## src/rtl/regfilePkg.sv

```systemverilog
package regfilePkg;

    // storage size
    localparam int REG_COUNT  = 32;
    localparam int DATA_WIDTH = 32;
    localparam int ADDR_WIDTH = $clog2(REG_COUNT);

    // select field widths
    localparam int A_DATA_SEL_WIDTH = 4;
    localparam int A_DEST_SEL_WIDTH = 2;

    // port A data select codes
    localparam logic [A_DATA_SEL_WIDTH-1:0] RFA_RESULT_LOW = 4'd0;
    localparam logic [A_DATA_SEL_WIDTH-1:0] RFA_AREG       = 4'd1;
    localparam logic [A_DATA_SEL_WIDTH-1:0] RFA_NEXTPC     = 4'd2;
    localparam logic [A_DATA_SEL_WIDTH-1:0] RFA_SYSREG     = 4'd3;
    localparam logic [A_DATA_SEL_WIDTH-1:0] RFA_DWORD      = 4'd4;
    localparam logic [A_DATA_SEL_WIDTH-1:0] RFA_SWORD      = 4'd5;
    localparam logic [A_DATA_SEL_WIDTH-1:0] RFA_UWORD      = 4'd6;
    localparam logic [A_DATA_SEL_WIDTH-1:0] RFA_SBYTE      = 4'd7;
    localparam logic [A_DATA_SEL_WIDTH-1:0] RFA_UBYTE      = 4'd8;

    // port A destination select codes, 3 behaves as DRL
    localparam logic [A_DEST_SEL_WIDTH-1:0] RFA_DRL = 2'd0;
    localparam logic [A_DEST_SEL_WIDTH-1:0] RFA_LR  = 2'd1;
    localparam logic [A_DEST_SEL_WIDTH-1:0] RFA_EPC = 2'd2;

    // port B selects
    localparam logic RFB_RESULT_HIGH = 1'b0;
    localparam logic RFB_CALC        = 1'b1;
    localparam logic RFB_DRH         = 1'b0;
    localparam logic RFB_SRA         = 1'b1;

    // special registers
    localparam logic [ADDR_WIDTH-1:0] LR_REG  = 5'd31;
    localparam logic [ADDR_WIDTH-1:0] EPC_REG = 5'd30;

    // instruction word register fields
    localparam int DRL_MSB = 25;
    localparam int DRL_LSB = 21;
    localparam int SRA_MSB = 20;
    localparam int SRA_LSB = 16;
    localparam int SRB_MSB = 15;
    localparam int SRB_LSB = 11;
    localparam int DRH_MSB = 10;
    localparam int DRH_LSB = 6;

endpackage

```

## src/rtl/loadAligner.sv

```systemverilog
`timescale 1ns/10ps

module loadAligner (
    input  logic [regfilePkg::DATA_WIDTH-1:0] dataInReg,
    input  logic [1:0]                        dataSelectBits,
    output logic [15:0]                       dataWord,
    output logic [7:0]                        dataByte
);

    logic [15:0] upperHalf;
    logic [15:0] lowerHalf;

    assign upperHalf = dataInReg[31:16];
    assign lowerHalf = dataInReg[15:0];

    // halfword, bit 1 low picks the upper half
    always_comb begin
        if (dataSelectBits[1]) begin
            dataWord = lowerHalf;
        end else begin
            dataWord = upperHalf;
        end
    end

    // byte lanes counted from the most significant end
    always_comb begin
        case (dataSelectBits)
            2'b00: begin
                dataByte = dataInReg[31:24];
            end
            2'b01: begin
                dataByte = dataInReg[23:16];
            end
            2'b10: begin
                dataByte = dataInReg[15:8];
            end
            default: begin
                dataByte = dataInReg[7:0];
            end
        endcase
    end

endmodule

```

## src/rtl/writeBackSelect.sv

```systemverilog
`timescale 1ns/10ps

module writeBackSelect (
    input  logic                                    exceptionPending,
    input  logic                                    writeEnA,
    input  logic [regfilePkg::A_DATA_SEL_WIDTH-1:0] dataSelA,
    input  logic [regfilePkg::A_DEST_SEL_WIDTH-1:0] destSelA,
    input  logic                                    writeEnB,
    input  logic                                    dataSelB,
    input  logic                                    destSelB,
    input  logic [regfilePkg::DATA_WIDTH-1:0]       instructionReg,
    input  logic [regfilePkg::DATA_WIDTH-1:0]       resultLow,
    input  logic [regfilePkg::DATA_WIDTH-1:0]       aRegister,
    input  logic [regfilePkg::DATA_WIDTH-1:0]       nextPC,
    input  logic [regfilePkg::DATA_WIDTH-1:0]       systemRegister,
    input  logic [regfilePkg::DATA_WIDTH-1:0]       dataInReg,
    input  logic [15:0]                             dataWord,
    input  logic [7:0]                              dataByte,
    input  logic [regfilePkg::DATA_WIDTH-1:0]       resultHigh,
    input  logic [regfilePkg::DATA_WIDTH-1:0]       calculatedAddress,
    output logic                                    portAEn,
    output logic [regfilePkg::ADDR_WIDTH-1:0]       portAAddr,
    output logic [regfilePkg::DATA_WIDTH-1:0]       portAData,
    output logic                                    portBEn,
    output logic [regfilePkg::ADDR_WIDTH-1:0]       portBAddr,
    output logic [regfilePkg::DATA_WIDTH-1:0]       portBData
);

    import regfilePkg::*;

    // a pending exception cancels write-back on both ports
    assign portAEn = writeEnA & ~exceptionPending;
    assign portBEn = writeEnB & ~exceptionPending;

    // port A data, loads extended here
    always_comb begin
        case (dataSelA)
            RFA_AREG:   portAData = aRegister;
            RFA_NEXTPC: portAData = nextPC;
            RFA_SYSREG: portAData = systemRegister;
            RFA_DWORD:  portAData = dataInReg;
            RFA_SWORD:  portAData = {{16{dataWord[15]}}, dataWord};
            RFA_UWORD:  portAData = {16'b0, dataWord};
            RFA_SBYTE:  portAData = {{24{dataByte[7]}}, dataByte};
            RFA_UBYTE:  portAData = {24'b0, dataByte};
            default:    portAData = resultLow;
        endcase
    end

    // port A destination
    always_comb begin
        case (destSelA)
            RFA_LR:  portAAddr = LR_REG;
            RFA_EPC: portAAddr = EPC_REG;
            default: portAAddr = instructionReg[DRL_MSB:DRL_LSB];
        endcase
    end

    // port B data and destination
    assign portBData = (dataSelB == RFB_CALC) ? calculatedAddress : resultHigh;

    // address write-back goes to the base register
    assign portBAddr = (destSelB == RFB_SRA) ? instructionReg[SRA_MSB:SRA_LSB]
                                             : instructionReg[DRH_MSB:DRH_LSB];

endmodule

```

## src/rtl/dualWriteRegfile.sv

```systemverilog
`timescale 1ns/10ps

module dualWriteRegfile (
    input  logic                              clk,
    input  logic                              arstN,
    input  logic                              portAEn,
    input  logic [regfilePkg::ADDR_WIDTH-1:0] portAAddr,
    input  logic [regfilePkg::DATA_WIDTH-1:0] portAData,
    input  logic                              portBEn,
    input  logic [regfilePkg::ADDR_WIDTH-1:0] portBAddr,
    input  logic [regfilePkg::DATA_WIDTH-1:0] portBData,
    input  logic [regfilePkg::ADDR_WIDTH-1:0] readAddrA,
    input  logic [regfilePkg::ADDR_WIDTH-1:0] readAddrB,
    output logic [regfilePkg::DATA_WIDTH-1:0] readDataA,
    output logic [regfilePkg::DATA_WIDTH-1:0] readDataB
);

    import regfilePkg::*;

    logic [DATA_WIDTH-1:0] regs [REG_COUNT];

    always_ff @(posedge clk or negedge arstN) begin
        if (!arstN) begin
            for (int i = 0; i < REG_COUNT; i++) begin
                regs[i] <= '0;
            end
        end else begin
            if (portBEn) begin
                regs[portBAddr] <= portBData;
            end
            // port A assigned last so it wins a collision
            if (portAEn) begin
                regs[portAAddr] <= portAData;
            end
        end
    end

    // no bypass, a write shows up the cycle after
    assign readDataA = regs[readAddrA];
    assign readDataB = regs[readAddrB];

endmodule

```

## src/rtl/registerFile.sv

```systemverilog
`timescale 1ns/10ps

module registerFile (
    input  logic                                    clk,
    input  logic                                    arstN,
    input  logic                                    exceptionPending,
    input  logic                                    writeEnA,
    input  logic [regfilePkg::A_DATA_SEL_WIDTH-1:0] dataSelA,
    input  logic [regfilePkg::A_DEST_SEL_WIDTH-1:0] destSelA,
    input  logic                                    writeEnB,
    input  logic                                    dataSelB,
    input  logic                                    destSelB,
    input  logic [1:0]                              dataSelectBits,
    input  logic [regfilePkg::DATA_WIDTH-1:0]       dataInReg,
    input  logic [regfilePkg::DATA_WIDTH-1:0]       resultLow,
    input  logic [regfilePkg::DATA_WIDTH-1:0]       aRegister,
    input  logic [regfilePkg::DATA_WIDTH-1:0]       nextPC,
    input  logic [regfilePkg::DATA_WIDTH-1:0]       systemRegister,
    input  logic [regfilePkg::DATA_WIDTH-1:0]       resultHigh,
    input  logic [regfilePkg::DATA_WIDTH-1:0]       calculatedAddress,
    input  logic [regfilePkg::DATA_WIDTH-1:0]       instructionReg,
    output logic [regfilePkg::DATA_WIDTH-1:0]       readDataA,
    output logic [regfilePkg::DATA_WIDTH-1:0]       readDataB
);

    import regfilePkg::*;

    logic [15:0]           dataWord;
    logic [7:0]            dataByte;
    logic                  portAEn;
    logic [ADDR_WIDTH-1:0] portAAddr;
    logic [DATA_WIDTH-1:0] portAData;
    logic                  portBEn;
    logic [ADDR_WIDTH-1:0] portBAddr;
    logic [DATA_WIDTH-1:0] portBData;

    loadAligner uLoadAligner (
        .dataInReg,
        .dataSelectBits,
        .dataWord,
        .dataByte
    );

    writeBackSelect uWriteBackSelect (
        .exceptionPending,
        .writeEnA,
        .dataSelA,
        .destSelA,
        .writeEnB,
        .dataSelB,
        .destSelB,
        .instructionReg,
        .resultLow,
        .aRegister,
        .nextPC,
        .systemRegister,
        .dataInReg,
        .dataWord,
        .dataByte,
        .resultHigh,
        .calculatedAddress,
        .portAEn,
        .portAAddr,
        .portAData,
        .portBEn,
        .portBAddr,
        .portBData
    );

    // read addresses come straight from the instruction
    dualWriteRegfile uDualWriteRegfile (
        .clk,
        .arstN,
        .portAEn,
        .portAAddr,
        .portAData,
        .portBEn,
        .portBAddr,
        .portBData,
        .readAddrA (instructionReg[SRA_MSB:SRA_LSB]),
        .readAddrB (instructionReg[SRB_MSB:SRB_LSB]),
        .readDataA,
        .readDataB
    );

endmodule

```

## config.mk

```make
export PLATFORM = sky130hd
export DESIGN_NAME = registerFile
export DESIGN_NICKNAME = d
export VERILOG_FILES = /design/src/rtl/regfilePkg.sv /design/src/rtl/loadAligner.sv /design/src/rtl/writeBackSelect.sv /design/src/rtl/dualWriteRegfile.sv /design/src/rtl/registerFile.sv
export SDC_FILE = /design/constraint.sdc
export NUM_CORES = 2
export LEC_CHECK = 0
export BUFFER_PORTS_ARGS = -buffer_cell sky130_fd_sc_hd__buf_2
export CAP_MARGIN = 20
export CORE_AREA = 3 3 316 396
export DETAILED_ROUTE_END_ITERATION = 10
export DIE_AREA = 0 0 319 399
export PLACE_DENSITY = 0.7
export SYNTH_ARGS = -nofsm -noshare
export SYNTH_HDL_FRONTEND = slang
export SYNTH_SLANG_ARGS = --single-unit
```

## constraint.sdc

```tcl
create_clock -name clk -period 5.3 [get_ports clk]
set_clock_uncertainty 0.05 [all_clocks]
set_input_delay 0.795 -clock clk [delete_from_list [all_inputs] [get_ports clk]]
set_output_delay 0.795 -clock clk [all_outputs]
set_load 0.05 [all_outputs]
```

==> metrics.yaml <==
run_status:
  outcome: "completed"
timing:
  rsz0062_at_grt: "no"
  clock.fmax_mhz: 228
  final.setup.tns_ns: 0
  worst_pin_slew_ns: 1.26
  max_slew_margin_pct: 15.9
  hold_violations: 0
  min_period_ns: 4.38
  drv_slew: 0
  finalSetupViolCount: 0
  finalCritPeriodShare_pct: 82.7
routing:
  wl_per_cell_um: 34.5
  vias: 51900
  drcViolationCount: 0
  drt_iter0_markers: 6870
  wl_mm: 248
  antenna_left: 0
  avgViaCountPerCell: 7.23
  firstDrtPassIters: 6
synthesis:
  ys_types: 51
  ys_ff_latch: 1024
  async_flop_share_pct: 100
  synth_edf_count: 0
  synth_ff_type: "dfrtp_1"
  netlist_area_um2: 66600
  syn-num-nets: 5789
  synthCells: 5517
  yosysTopAreaCell: "dfrtp_1"
  synth_top_cells_by_count: "mux2i_1, dfrtp_1, mux4_2"
  yosys_warnings: 0
  synth_area_leaders: "dfrtp_1, mux4_2, mux2i_1"
  synth_top_area_share_pct: 38.5
  avgSynthCellArea_um2: 12.1
  yosysMostFrequentCell: "mux2i_1"
  yosysSeqAreaShare_pct: 38.5
final_layout:
  area_growth_syn_to_layout_pct: 11.9
  drive_above_1_share_pct: 28.6
  regMostFlops: "uDualWriteRegfile.regs"
  instances_no_fill: 7182
  reg_top3: "uDualWriteRegfile.regs x1024"
  layout.nets: 5767
  largest_reg_flops: 1024
hold_path:
  min_path_type: "in2async"
setup_path:
  cp.arrival_ns: 3.54
  end_kind: "output port"
  cp-startpoint: "instructionReg[16]"
  critPathKind: "in2out"
  start_kind: "primary input"
  critPathMaxFanout: 52
  r2r_cells: 2
  crit_required_ns: 4.45
  worstReg2RegEnd: "uDualWriteRegfile.regs[686]"
  r2r_start: "uDualWriteRegfile.regs[686]"
  rrSetupSlack_ns: 4.37
  crit_end: "readDataA[7]"
grt:
  grt.busiest_layer: "met2"
  grtUsageMet2_pct: 60.1
  grt_util_met3_pct: 9.53
  grt_pass1_wl_mm: 359
  grt_usage_pct: 38.8
  grt_max_degree: 120
  grt-ovfl-total: 0
  grt_pass1_vias: 52000
  antenna_found_initial: 5
  met1_usage_pct: 49.8
placed_design:
  dp_cells: 6981
  port_buffers: 322
  dpl.hpwl_mm: 148
  gp_congestion: 0.930
clock_network:
  cts_resized: 0
  clock_latency_ns: 0.71
  cts_setup_buffers: 0
  cts_hold_buf: 0
  cts.htree.levels: 3
  cts_tree: "done"
  cts_sinks: 1024
  clkTransAtPathRegs_ns: 0.06
  cts_root_buffer: "clkbuf_16"
  cts_buffers: 104
  cts_buffer_depth: 3
die:
  design.core.area_um2: 121000
  die_h_um: 399
  start_util_pct: 54.8
  design.die.area_um2: 127000
  die_w_um: 319
  io_pins: 335
  fp-row-count: 143
run:
  maxCapViolCount: 0
pwr:
  power_density_nw_per_um2: 366
  ir_worst_vdd_uv: 248
  p_leak_nw: 31.4
## worst min path at each step
stage / to / depth (start not counted) / slack (ns) / startpoint
after floorplan: uDualWriteRegfile.regs[0] / 0 / 0.45 / arstN
after CTS: uDualWriteRegfile.regs[884] / 1 / 0.14 / arstN
after detailed placement: uDualWriteRegfile.regs[445] / 2 / 0.51 / uDualWriteRegfile.regs[445]
after global routing: uDualWriteRegfile.regs[884] / 1 / 0.18 / arstN
after global placement: uDualWriteRegfile.regs[440] / 2 / 0.49 / uDualWriteRegfile.regs[440]
final: uDualWriteRegfile.regs[884] / 1 / 0.14 / arstN
## routing by layer
| layer | share of wire (%) | vias up |
|---|---|---|
| li1 | - | 20700 |
| met4 | 7.0 | 0 |
| met3 | 12 | 878 |
| met5 | 0 | - |
| met2 | 45 | 3744 |
| met1 | 36 | 26600 |
## worst max-delay path, stage by stage
cell and delay, ns:
buf_8 0.55, buf_12 0.41, mux4_2 0.57, mux4_2 0.55
mux2_2 0.31, buf_2 0.23
## final cells by class
cell class	count	area [um^2]
clock buffers	143	3020
fillers	9474	46900
clock inverters	52	828
well taps	1595	2000
multi-input cells	3809	39000
repair buffers	541	4020
flip-flops and latches	1024	25600
inverters	15	56.3
diodes	3	7.51
## layout by cell type (no fill, tap or decap), types with 5 or more instances in the layout
cell | synthesis | final
nand2b_1 | 28 | 27
inv_1 | 15 | 15
a32oi_1 | 7 | 7
a22oi_1 | 10 | 10
mux4_2 | 648 | 648
buf_8 | 0 | 6
nand3_1 | 143 | 129
buf_4 | 2 | 169
nor2b_1 | 9 | 8
nor3_4 | 0 | 6
clkbuf_16 | 0 | 106
clkbuf_1 | 399 | 14
bufinv_16 | 0 | 21
nand2_1 | 543 | 543
a221o_1 | 8 | 8
o211ai_1 | 6 | 6
mux2i_1 | 1429 | 1429
o21ai_0 | 369 | 369
a21oi_1 | 25 | 24
clkinvlp_4 | 0 | 5
o21ai_1 | 303 | 295
and3b_1 | 35 | 34
a41oi_4 | 0 | 7
buf_12 | 0 | 53
dfrtp_1 | 1024 | 1024
o21ai_2 | 0 | 7
nor2_1 | 44 | 7
a41oi_2 | 0 | 9
clkbuf_8 | 0 | 23
buf_2 | 196 | 310
mux2_2 | 128 | 128
o221ai_1 | 8 | 8
nand3_4 | 0 | 14
clkinv_2 | 0 | 20
nor2_4 | 0 | 38
## cells by family after synthesis
| family | share of synthesized area [%] |
|---|---|
| buffers and inverters | 4.23 |
| muxes | 45.5 |
| and+or+nand+nor | 5.59 |
| DFF | 38.5 |
| xor gates and xnor gates | 0.0131 |
| adders and majority gates | 0.0188 |
| AOI/OAI and AO/OA | 6.15 |
## where the power goes
| part | internal, mW | switching (mW) |
|---|---|---|
| logic | 3.80 | 3.78 |
| clock network | 5.01 | 3.41 |
| registers | 9.75 | 1.50 |
| total | 18.6 | 8.69 |
## stage by stage
step	instance area, um^2	util [%]	hold WS [ns]	worst slack [ns]	power, mW
6_report	74500	61.4	0.138	0.918	27.2
5_1_grt	74500	61.4	0.176	0.837	28.3
3_5_place_dp	70600	58.1	0.505	0.939	18.8
4_1_cts	74500	61.3	0.141	0.928	27.1
2_1_floorplan	66600	-	0.449	1.28	16.5
3_3_place_gp	70600	58.1	0.492	0.932	18.4
Note: power is estimated with default switching activity, not from simulation.
